===== src/hw/arm_isa_pkg.sv =====
`default_nettype none

package arm_isa_pkg;

    localparam int xlen       = 32;
    localparam int reg_addr_w = 4;
    localparam int reg_count  = 15;

    localparam logic [xlen-1:0] pc_step = 32'd4;

    // major opcodes
    localparam logic [1:0] op_dp  = 2'b00;
    localparam logic [1:0] op_mem = 2'b01;

    // data processing commands
    localparam logic [3:0] cmd_and = 4'b0000;
    localparam logic [3:0] cmd_sub = 4'b0010;
    localparam logic [3:0] cmd_add = 4'b0100;
    localparam logic [3:0] cmd_orr = 4'b1100;
    localparam logic [3:0] cmd_mov = 4'b1101;

    // shift types
    localparam logic [1:0] sh_lsl = 2'b00;
    localparam logic [1:0] sh_lsr = 2'b01;
    localparam logic [1:0] sh_asr = 2'b10;
    localparam logic [1:0] sh_ror = 2'b11;

    // op 11 never decodes, so this word travels as a bubble
    localparam logic [xlen-1:0] bubble_instr = 32'h0c00_0000;

    //////////////////////////////
    // instruction views

    typedef struct packed {
        logic [3:0]            cond;
        logic [1:0]            op;
        logic                  i;
        logic [3:0]            cmd;
        logic                  s;
        logic [reg_addr_w-1:0] rn;
        logic [reg_addr_w-1:0] rd;
        logic [3:0]            rot;
        logic [7:0]            imm8;
    } dp_imm_t;

    typedef struct packed {
        logic [3:0]            cond;
        logic [1:0]            op;
        logic                  i;
        logic [3:0]            cmd;
        logic                  s;
        logic [reg_addr_w-1:0] rn;
        logic [reg_addr_w-1:0] rd;
        logic [4:0]            shamt5;
        logic [1:0]            sh;
        logic                  reg_shift;
        logic [reg_addr_w-1:0] rm;
    } dp_reg_t;

    typedef struct packed {
        logic [3:0]            cond;
        logic [1:0]            op;
        logic                  i;
        logic                  p;
        logic                  u;
        logic                  b;
        logic                  w;
        logic                  l;
        logic [reg_addr_w-1:0] rn;
        logic [reg_addr_w-1:0] rd;
        logic [11:0]           imm12;
    } mem_t;

    // op and i pick the view that applies
    typedef union packed {
        dp_imm_t dp_imm;
        dp_reg_t dp_reg;
        mem_t    mem;
    } instr_u;

endpackage

`default_nettype wire


===== src/hw/pipe_pkg.sv =====
`default_nettype none

package pipe_pkg;

    //////////////////////////////
    // stage bundles

    typedef struct packed {
        logic                               valid;
        logic                               reg_write;
        logic                               mem_to_reg;
        logic                               mem_write;
        logic                               use_imm;
        logic [3:0]                         alu_cmd;
        logic [1:0]                         sh;
        logic [4:0]                         shamt;
        logic [arm_isa_pkg::reg_addr_w-1:0] rn;
        logic [arm_isa_pkg::reg_addr_w-1:0] rm;
        logic [arm_isa_pkg::reg_addr_w-1:0] rd;
        logic [arm_isa_pkg::xlen-1:0]       rd1;
        logic [arm_isa_pkg::xlen-1:0]       rd2;
        logic [arm_isa_pkg::xlen-1:0]       imm;
    } dec_ex_t;

    typedef struct packed {
        logic                               reg_write;
        logic                               mem_to_reg;
        logic                               mem_write;
        logic [arm_isa_pkg::reg_addr_w-1:0] rd;
        logic [arm_isa_pkg::xlen-1:0]       alu_result;
        logic [arm_isa_pkg::xlen-1:0]       write_data;
    } ex_mem_t;

    typedef struct packed {
        logic                               reg_write;
        logic                               mem_to_reg;
        logic [arm_isa_pkg::reg_addr_w-1:0] rd;
        logic [arm_isa_pkg::xlen-1:0]       alu_out;
        logic [arm_isa_pkg::xlen-1:0]       read_data;
    } mem_wb_t;

    // data memory port
    typedef struct packed {
        logic                         we;
        logic [arm_isa_pkg::xlen-1:0] addr;
        logic [arm_isa_pkg::xlen-1:0] wdata;
    } dmem_req_t;

    // operand source in execute
    typedef logic [1:0] fwd_sel_t;

    localparam fwd_sel_t fwd_reg = 2'b00;
    localparam fwd_sel_t fwd_wb  = 2'b01;
    localparam fwd_sel_t fwd_mem = 2'b10;

endpackage

`default_nettype wire


===== src/hw/fetch_stage.sv =====
`timescale 1ns/10ps
`default_nettype none

module fetch_stage (
    input  logic                         clk,
    input  logic                         reset,
    input  logic                         stall,
    input  logic [arm_isa_pkg::xlen-1:0] imem_data,
    output logic [arm_isa_pkg::xlen-1:0] pc,
    output arm_isa_pkg::instr_u          instr_f
);
    import arm_isa_pkg::*;

    // pc and fetched word move together, both frozen by a load-use stall
    always_ff @(posedge clk or posedge reset) begin
        if (reset) begin
            pc      <= '0;
            instr_f <= bubble_instr;
        end else if (!stall) begin
            pc      <= pc + pc_step;
            instr_f <= imem_data;
        end
    end

endmodule

`default_nettype wire


===== src/hw/reg_file.sv =====
`timescale 1ns/10ps
`default_nettype none

module reg_file (
    input  logic                               clk,
    input  logic                               reset,
    input  logic [arm_isa_pkg::reg_addr_w-1:0] ra1,
    input  logic [arm_isa_pkg::reg_addr_w-1:0] ra2,
    output logic [arm_isa_pkg::xlen-1:0]       rd1,
    output logic [arm_isa_pkg::xlen-1:0]       rd2,
    input  logic                               wb_en,
    input  logic [arm_isa_pkg::reg_addr_w-1:0] wb_rd,
    input  logic [arm_isa_pkg::xlen-1:0]       wb_data
);
    import arm_isa_pkg::*;

    logic [xlen-1:0] regs [reg_count];

    // r0 to r14 only, r15 has no storage
    always_ff @(posedge clk or posedge reset) begin
        if (reset) begin
            for (int k = 0; k < reg_count; k++) begin
                regs[k] <= '0;
            end
        end else if (wb_en && wb_rd < reg_count) begin
            regs[wb_rd] <= wb_data;
        end
    end

    // write-through so decode sees the value retiring this cycle
    assign rd1 = (wb_en && wb_rd == ra1) ? wb_data :
                 (ra1 < reg_count)       ? regs[ra1] : '0;
    assign rd2 = (wb_en && wb_rd == ra2) ? wb_data :
                 (ra2 < reg_count)       ? regs[ra2] : '0;

endmodule

`default_nettype wire


===== src/hw/decode_stage.sv =====
`timescale 1ns/10ps
`default_nettype none

module decode_stage (
    input  logic                               clk,
    input  logic                               reset,
    input  logic                               stall,
    input  arm_isa_pkg::instr_u                instr_f,
    input  logic                               wb_en,
    input  logic [arm_isa_pkg::reg_addr_w-1:0] wb_rd,
    input  logic [arm_isa_pkg::xlen-1:0]       wb_data,
    output logic [arm_isa_pkg::reg_addr_w-1:0] ra1,
    output logic [arm_isa_pkg::reg_addr_w-1:0] ra2,
    output logic                               uses_rm,
    output pipe_pkg::dec_ex_t                  dec_ex
);
    import arm_isa_pkg::*;
    import pipe_pkg::*;

    logic            is_dp;
    logic            is_mem;
    logic            dp_known;
    logic            mem_known;
    logic [xlen-1:0] rd1;
    logic [xlen-1:0] rd2;
    dec_ex_t         dec_next;

    assign is_dp  = (instr_f.dp_imm.op == op_dp);
    assign is_mem = (instr_f.mem.op == op_mem);

    // register form only with a constant shift amount
    always_comb begin
        case (instr_f.dp_imm.cmd)
            cmd_and, cmd_sub, cmd_add, cmd_orr, cmd_mov:
                dp_known = instr_f.dp_imm.i || !instr_f.dp_reg.reg_shift;
            default:
                dp_known = 1'b0;
        endcase
    end

    // word access, pre-indexed, positive offset, no base writeback
    assign mem_known = !instr_f.mem.i && instr_f.mem.p && instr_f.mem.u &&
                       !instr_f.mem.b && !instr_f.mem.w;

    //////////////////////////////
    // register reads

    // STR takes its data register through port 2
    assign ra1     = instr_f.dp_reg.rn;
    assign ra2     = is_mem ? instr_f.mem.rd : instr_f.dp_reg.rm;
    assign uses_rm = (is_dp && !instr_f.dp_reg.i) || (is_mem && !instr_f.mem.l);

    reg_file u_reg_file (
        .clk     (clk),
        .reset   (reset),
        .ra1     (ra1),
        .ra2     (ra2),
        .rd1     (rd1),
        .rd2     (rd2),
        .wb_en   (wb_en),
        .wb_rd   (wb_rd),
        .wb_data (wb_data)
    );

    //////////////////////////////
    // control and immediate

    always_comb begin
        dec_next       = '0;
        dec_next.rn    = ra1;
        dec_next.rm    = ra2;
        dec_next.rd    = instr_f.dp_imm.rd;
        dec_next.rd1   = rd1;
        dec_next.rd2   = rd2;
        dec_next.sh    = instr_f.dp_reg.sh;
        dec_next.shamt = instr_f.dp_reg.shamt5;
        if (is_dp && dp_known) begin
            dec_next.valid     = 1'b1;
            dec_next.reg_write = 1'b1;
            dec_next.use_imm   = instr_f.dp_imm.i;
            dec_next.alu_cmd   = instr_f.dp_imm.cmd;
            // rot field not applied
            dec_next.imm       = {{(xlen-8){1'b0}}, instr_f.dp_imm.imm8};
        end else if (is_mem && mem_known) begin
            dec_next.valid      = 1'b1;
            dec_next.reg_write  = instr_f.mem.l;
            dec_next.mem_to_reg = instr_f.mem.l;
            dec_next.mem_write  = !instr_f.mem.l;
            dec_next.use_imm    = 1'b1;
            dec_next.alu_cmd    = cmd_add;
            dec_next.imm        = {{(xlen-12){1'b0}}, instr_f.mem.imm12};
        end
    end

    // a stall sends a bubble down while fetch holds the instruction
    always_ff @(posedge clk or posedge reset) begin
        if (reset) begin
            dec_ex <= '0;
        end else if (stall) begin
            dec_ex <= '0;
        end else begin
            dec_ex <= dec_next;
        end
    end

endmodule

`default_nettype wire


===== src/hw/barrel_shifter.sv =====
`timescale 1ns/10ps
`default_nettype none

module barrel_shifter (
    input  logic [arm_isa_pkg::xlen-1:0] value,
    input  logic [1:0]                   sh,
    input  logic [4:0]                   shamt,
    output logic [arm_isa_pkg::xlen-1:0] shifted
);
    import arm_isa_pkg::*;

    logic [2*xlen-1:0] rotated;

    // doubled word shifted right gives the rotation in the low half
    assign rotated = {value, value} >> shamt;

    // zero amount leaves the value unchanged for every type
    always_comb begin
        case (sh)
            sh_lsl:  shifted = value << shamt;
            sh_lsr:  shifted = value >> shamt;
            sh_asr:  shifted = $signed(value) >>> shamt;
            default: shifted = rotated[xlen-1:0];
        endcase
    end

endmodule

`default_nettype wire


===== src/hw/execute_stage.sv =====
`timescale 1ns/10ps
`default_nettype none

module execute_stage (
    input  logic                         clk,
    input  logic                         reset,
    input  pipe_pkg::dec_ex_t            dec_ex,
    input  pipe_pkg::fwd_sel_t           fwd_a,
    input  pipe_pkg::fwd_sel_t           fwd_b,
    input  logic [arm_isa_pkg::xlen-1:0] wb_data,
    output pipe_pkg::ex_mem_t            ex_mem
);
    import arm_isa_pkg::*;
    import pipe_pkg::*;

    logic [xlen-1:0] src_a;
    logic [xlen-1:0] src_b;
    logic [xlen-1:0] shifted_b;
    logic [xlen-1:0] op_b;
    logic [xlen-1:0] alu_result;
    ex_mem_t         ex_next;

    //////////////////////////////
    // operand forwarding

    assign src_a = (fwd_a == fwd_mem) ? ex_mem.alu_result :
                   (fwd_a == fwd_wb)  ? wb_data : dec_ex.rd1;
    assign src_b = (fwd_b == fwd_mem) ? ex_mem.alu_result :
                   (fwd_b == fwd_wb)  ? wb_data : dec_ex.rd2;

    barrel_shifter u_barrel_shifter (
        .value   (src_b),
        .sh      (dec_ex.sh),
        .shamt   (dec_ex.shamt),
        .shifted (shifted_b)
    );

    assign op_b = dec_ex.use_imm ? dec_ex.imm : shifted_b;

    // loads and stores come through here as add for the address
    always_comb begin
        case (dec_ex.alu_cmd)
            cmd_and: alu_result = src_a & op_b;
            cmd_sub: alu_result = src_a - op_b;
            cmd_add: alu_result = src_a + op_b;
            cmd_orr: alu_result = src_a | op_b;
            cmd_mov: alu_result = op_b;
            default: alu_result = '0;
        endcase
    end

    always_comb begin
        ex_next.reg_write  = dec_ex.valid && dec_ex.reg_write;
        ex_next.mem_to_reg = dec_ex.valid && dec_ex.mem_to_reg;
        ex_next.mem_write  = dec_ex.valid && dec_ex.mem_write;
        ex_next.rd         = dec_ex.rd;
        ex_next.alu_result = alu_result;
        // store data is the unshifted register
        ex_next.write_data = src_b;
    end

    always_ff @(posedge clk or posedge reset) begin
        if (reset) begin
            ex_mem <= '0;
        end else begin
            ex_mem <= ex_next;
        end
    end

endmodule

`default_nettype wire


===== src/hw/hazard_unit.sv =====
`timescale 1ns/10ps
`default_nettype none

module hazard_unit (
    input  logic [arm_isa_pkg::reg_addr_w-1:0] ra1,
    input  logic [arm_isa_pkg::reg_addr_w-1:0] ra2,
    input  logic                               uses_rm,
    input  pipe_pkg::dec_ex_t                  dec_ex,
    input  pipe_pkg::ex_mem_t                  ex_mem,
    input  logic                               wb_en,
    input  logic [arm_isa_pkg::reg_addr_w-1:0] wb_rd,
    output pipe_pkg::fwd_sel_t                 fwd_a,
    output pipe_pkg::fwd_sel_t                 fwd_b,
    output logic                               stall
);
    import pipe_pkg::*;

    // memory stage first, it holds the younger result
    assign fwd_a = (ex_mem.reg_write && ex_mem.rd == dec_ex.rn) ? fwd_mem :
                   (wb_en && wb_rd == dec_ex.rn)                ? fwd_wb  : fwd_reg;
    assign fwd_b = (ex_mem.reg_write && ex_mem.rd == dec_ex.rm) ? fwd_mem :
                   (wb_en && wb_rd == dec_ex.rm)                ? fwd_wb  : fwd_reg;

    // load data only exists after the memory stage, so wait one cycle
    assign stall = dec_ex.valid && dec_ex.mem_to_reg &&
                   (dec_ex.rd == ra1 || (uses_rm && dec_ex.rd == ra2));

endmodule

`default_nettype wire


===== src/hw/mem_wb_stage.sv =====
`timescale 1ns/10ps
`default_nettype none

module mem_wb_stage (
    input  logic                               clk,
    input  logic                               reset,
    input  pipe_pkg::ex_mem_t                  ex_mem,
    input  logic [arm_isa_pkg::xlen-1:0]       dmem_rdata,
    output logic                               wb_en,
    output logic [arm_isa_pkg::reg_addr_w-1:0] wb_rd,
    output logic [arm_isa_pkg::xlen-1:0]       wb_data
);
    import pipe_pkg::*;

    mem_wb_t mem_wb;

    always_ff @(posedge clk or posedge reset) begin
        if (reset) begin
            mem_wb <= '0;
        end else begin
            mem_wb <= '{
                reg_write:  ex_mem.reg_write,
                mem_to_reg: ex_mem.mem_to_reg,
                rd:         ex_mem.rd,
                alu_out:    ex_mem.alu_result,
                read_data:  dmem_rdata
            };
        end
    end

    // write-back bus, also the oldest forwarding source
    assign wb_en   = mem_wb.reg_write;
    assign wb_rd   = mem_wb.rd;
    assign wb_data = mem_wb.mem_to_reg ? mem_wb.read_data : mem_wb.alu_out;

endmodule

`default_nettype wire


===== src/hw/arm_pipeline.sv =====
`timescale 1ns/10ps
`default_nettype none

module arm_pipeline (
    input  logic                         clk,
    input  logic                         reset,
    output logic [arm_isa_pkg::xlen-1:0] imem_addr,
    input  logic [arm_isa_pkg::xlen-1:0] imem_data,
    output pipe_pkg::dmem_req_t          dmem_req,
    input  logic [arm_isa_pkg::xlen-1:0] dmem_rdata
);
    import arm_isa_pkg::*;
    import pipe_pkg::*;

    instr_u                instr_f;
    logic                  stall;
    logic [reg_addr_w-1:0] ra1;
    logic [reg_addr_w-1:0] ra2;
    logic                  uses_rm;
    dec_ex_t               dec_ex;
    ex_mem_t               ex_mem;
    fwd_sel_t              fwd_a;
    fwd_sel_t              fwd_b;
    logic                  wb_en;
    logic [reg_addr_w-1:0] wb_rd;
    logic [xlen-1:0]       wb_data;

    //////////////////////////////
    // stages

    fetch_stage u_fetch (
        .clk       (clk),
        .reset     (reset),
        .stall     (stall),
        .imem_data (imem_data),
        .pc        (imem_addr),
        .instr_f   (instr_f)
    );

    decode_stage u_decode (
        .clk     (clk),
        .reset   (reset),
        .stall   (stall),
        .instr_f (instr_f),
        .wb_en   (wb_en),
        .wb_rd   (wb_rd),
        .wb_data (wb_data),
        .ra1     (ra1),
        .ra2     (ra2),
        .uses_rm (uses_rm),
        .dec_ex  (dec_ex)
    );

    execute_stage u_execute (
        .clk     (clk),
        .reset   (reset),
        .dec_ex  (dec_ex),
        .fwd_a   (fwd_a),
        .fwd_b   (fwd_b),
        .wb_data (wb_data),
        .ex_mem  (ex_mem)
    );

    hazard_unit u_hazard (
        .ra1     (ra1),
        .ra2     (ra2),
        .uses_rm (uses_rm),
        .dec_ex  (dec_ex),
        .ex_mem  (ex_mem),
        .wb_en   (wb_en),
        .wb_rd   (wb_rd),
        .fwd_a   (fwd_a),
        .fwd_b   (fwd_b),
        .stall   (stall)
    );

    // memory stage is the ex_mem register driving the data port
    assign dmem_req.we    = ex_mem.mem_write;
    assign dmem_req.addr  = ex_mem.alu_result;
    assign dmem_req.wdata = ex_mem.write_data;

    mem_wb_stage u_mem_wb (
        .clk        (clk),
        .reset      (reset),
        .ex_mem     (ex_mem),
        .dmem_rdata (dmem_rdata),
        .wb_en      (wb_en),
        .wb_rd      (wb_rd),
        .wb_data    (wb_data)
    );

endmodule

`default_nettype wire


===== config.mk =====
export PLATFORM = sky130hd
export DESIGN_NAME = arm_pipeline
export DESIGN_NICKNAME = d
export VERILOG_FILES = /design/src/hw/arm_isa_pkg.sv /design/src/hw/pipe_pkg.sv /design/src/hw/fetch_stage.sv /design/src/hw/reg_file.sv /design/src/hw/decode_stage.sv /design/src/hw/barrel_shifter.sv /design/src/hw/execute_stage.sv /design/src/hw/hazard_unit.sv /design/src/hw/mem_wb_stage.sv /design/src/hw/arm_pipeline.sv
export SDC_FILE = /design/constraint.sdc
export NUM_CORES = 2
export LEC_CHECK = 0
export ABC_CLOCK_PERIOD_IN_PS = 47100
export BUFFER_PORTS_ARGS = -buffer_cell sky130_fd_sc_hd__buf_2
export CELL_PAD_IN_SITES_DETAIL_PLACEMENT = 0
export CELL_PAD_IN_SITES_GLOBAL_PLACEMENT = 1
export CORE_ASPECT_RATIO = 1.25
export CORE_MARGIN = 2
export CORE_UTILIZATION = 45
export DETAILED_ROUTE_END_ITERATION = 8
export MAX_ROUTING_LAYER = met4
export PLACE_DENSITY = 0.87
export SETUP_SLACK_MARGIN = 0.3
export SLEW_MARGIN = 15
export SYNTH_ARGS = -nofsm -noshare
export SYNTH_HDL_FRONTEND = slang
export SYNTH_SLANG_ARGS = --single-unit

===== constraint.sdc =====
create_clock -name clk -period 47.1 [get_ports clk]
set_input_delay 0 -clock clk [delete_from_list [all_inputs] [get_ports clk]]
set_output_delay 0 -clock clk [all_outputs]
set_load 0.02 [all_outputs]

==> flow_summary.toml <==
[run_status]
result_of_the_run = "finished, final reports clean"

[grt]
grt_pass1_vias = 43197
grt_start_max_net_pins = 162
gr-total-overflow = 0
initial_antenna_violation_count = 16
grt_first_pass_wirelength_um = 314000
globalRouteTotalUtil = 0.416

[clock_tree]
worstSkewPairLatency_ns = 0.71
cts_max_level = 3
clk_transition_reported_paths_ns = 0.07
clkSinkCount = 783
cts_post_setup_buffers_inserted = 0
cts-buffers-inserted = 85
clockBufferDepth = 3
clock_tree.root_cell = "clkbuf_16"
cts_tree = "yes"

[synthesis]
synth_area_leader_cell = "dfrtp_1"
syn_area_mm2 = 0.0472
synth_sequential_area_ratio = 0.415
ys_top_cells_by_area = "dfrtp_1 41%, nand2_1 7.5%, mux4_2 7.2%"
post_synth_inst_count = 5452
avgSynthCellArea_um2 = 8.66
postSynthRegisterBits = 783
synth_top_cell_area_share = 0.414
netlist_top_cells_count = "944 x nand2_1, 781 x dfrtp_1, 644 x a21oi_1"
synth_edf_count = 0
synth_flop_cell = "dfrtp_1"
yosys_warnings = 0
most_common_cell_in_the_netlist = "nand2_1"
synth_async_sr_flop_share = 1.00
synth.lib_cells_used.distinct = 106

[setup_path]
worst_path_max_delay_cell = "a21oi_1"
critical_path.max_fanout = 78
beginning_of_the_critical_path = "u_execute.ex_mem[64]"
critPathLaunchType = "flip-flop"
worst_setup_path_end_kind = "flip-flop"
crit_path_frequent_cell = "buf_4"
ff_to_ff_end = "u_execute.ex_mem[63]"
rr_startpoint = "u_execute.ex_mem[64]"
worst-r2r-cell-count = 31
critical_path_arrival_ns = 10.51
ff2ff_setup_slack_ns = 37.16
timing.critical_path.to = "u_execute.ex_mem[63]"
cp_data_required_time_ns = 47.68
crit_type = "flip-flop to flip-flop"
worst_path_largest_cell_delay_ns = 0.70

[timing]
final_slew_viol_count = 0
relSlewSlack = 0.156
setup_viol = 0
fin_crit_period_ns = 9.94
maxClockFrequency_mhz = 101
hold_viol = 0
rsz_0062_raised_after_global_routing = "false"
final_critical_path_setup_slack_ns = 37.16
totalNegativeSetupSlack_ns = 0
clock-skew-final_ns = 0.0317
min_period_over_period = 0.211
worstMarginPinSlew_ns = 1.26

[pwr]
leakage_nw = 22.2
powerDensity_mw_per_mm2 = 33.9
peakVddDrop_v = 0.0000317

[worst_hold_path]
holdPathStages = 2
min_path_type = "input pin to flip-flop"

[finish]
layout-drive-gt1-share = 0.144
synthToLayoutAreaGrowth_pct = 12.1
multi_input_area_mm2 = 0.0253
ff_latch_area_mm2 = 0.0196
fill_cell_instance_count_of_the_final_layout = 9708
fin_nets = 5545

[floorplan]
initial_core_util = 0.454
placement_rows = 132
floorplan.core_area_mm2 = 0.104
floorplan.die_area_mm2 = 0.107
number_of_top_level_pins = 163
die_w_um = 294
chipHeight_um = 366

[placement]
gp_routability_congestion = 1.15
dp_hpwl_um = 144000
dpl_worst_slack_ns = 37.56
placement.io_buffers = 156

[routing]
avgViaCountPerCell = 6.53
routed-via-count = 44833
drt_pass1_iterations = 6
wire_per_inst_um = 31.8
initialDrtViolationCount = 5238
antenna_left = 0
detailed_route_wire_length_um = 218000
drt_drc_violations_left = 0

[job]
max_cap_violations = 0
[registers in the layout (all words and copies together), names as in the netlist]
register                  count
u_mem_wb.wb_en                1
u_fetch.instr_f              28
u_execute.ex_mem             71
u_decode.dec_ex             104
u_decode.u_reg_file.regs    480
u_mem_wb.mem_wb              65
u_fetch.pc                   30
u_mem_wb.wb_rd                4
[where the power goes]
group | switching [W] | internal, W
combinational | 0.000270 | 0.000104
sequential | 0.0000217 | 0.000694
clock | 0.000296 | 0.000406
total | 0.000588 | 0.00120
[worst max-delay path: cells and delay by family (launching register included)]
| kind | cells | cell delay [ns] |
|---|---|---|
| AOI/OAI and AO/OA | 14 | 4.19 |
| xor gates and xnor gates | 2 | 0.35 |
| buffers and inverters | 4 | 1.85 |
| and+or+nand+nor | 9 | 2.38 |
| DFF | 1 | 0.42 |
| adders and majority gates | 2 | 0.52 |
[layer usage]
layer	global-route usage	vias to the layer above	share of wire
li1	-	19487	-
met1	0.491	22120	0.37
met2	0.622	2483	0.46
met3	0.0869	743	0.083
met4	0.322	0	0.091
met5	-	-	0
[per-stage QoR]
step / hold WS, ns / std cells / total power [W] / utilization / cell area, um^2
global placement: 0.110 / 6606 / 0.00108 / 0.472 / 49000
detailed placement: 0.109 / 6606 / 0.00108 / 0.472 / 49000
finish: 0.0173 / 6867 / 0.00179 / 0.509 / 52900
global route: 0.0236 / 6867 / 0.00184 / 0.509 / 52900
CTS: 0.00610 / 6851 / 0.00179 / 0.508 / 52800
floorplan: 0.0314 / 5453 / 0.000927 / - / 47200
[how the worst min path moves through the flow]
| stage | startpoint | endpoint | slack, ns |
|---|---|---|---|
| final | dmem_rdata[0] | u_mem_wb.mem_wb[0] | 0.02 |
| after global routing | dmem_rdata[0] | u_mem_wb.mem_wb[0] | 0.02 |
| after CTS | dmem_rdata[0] | u_mem_wb.mem_wb[0] | 0.006 |
| after detailed placement | dmem_rdata[12] | u_mem_wb.mem_wb[12] | 0.11 |
| after global placement | dmem_rdata[3] | u_mem_wb.mem_wb[3] | 0.11 |
| after floorplan | dmem_rdata[0] | u_mem_wb.mem_wb[0] | 0.03 |
[final cells by class]
cell class | count | share of cell area
Clock inverter | 33 | 0.00826
Clock buffer | 123 | 0.0467
Inverter | 68 | 0.00497
Multi-Input combinational cell | 4079 | 0.478
Sequential cell | 783 | 0.371
Tap cell | 1340 | 0.0317
Timing Repair Buffer | 427 | 0.0590
Antenna cell | 14 | 0.000662
[cell usage in the layout, fill, tap and decap left out, types with 36 or more instances in the layout]
master and instances:
a21oi_1 644, xnor2_1 74, dfrtp_1 772, nand2_1 943
a311oi_1 36, a31oi_1 60, dlygate4sd3_1 89, inv_1 42
o21ai_0 411, nand3_1 215, mux4_2 151, and3_1 77
buf_2 156, nor3_1 39, nor2_1 498, xor2_1 41
clkbuf_16 86, mux2i_1 75, o22ai_1 81, buf_4 174
nor2b_1 86
[kinds of logic (layout without fill, tap and decap cells)]
group                    after synthesis  count (layout)  synth area share
AO/OA/AOI/OAI                       1635            1635             0.212
AND/OR/NAND/NOR                     2014            2014             0.185
buffers and inverters                591             651            0.0561
XOR/XNOR                             115             115            0.0213
flip-flops                           783             783             0.415
adder cells (fa/ha/maj)               35              35           0.00944
other                                  1              16         0.0000795
multiplexers                         278             278             0.100
[what timing repair did]
item,4_1_cts,5_1_grt
endpoints found under the setup margin,0,0
gates resized for setup,0,0
endpoints found under the hold margin,144,0
hold buffers,89,0
(Power assumes the default switching activity.)
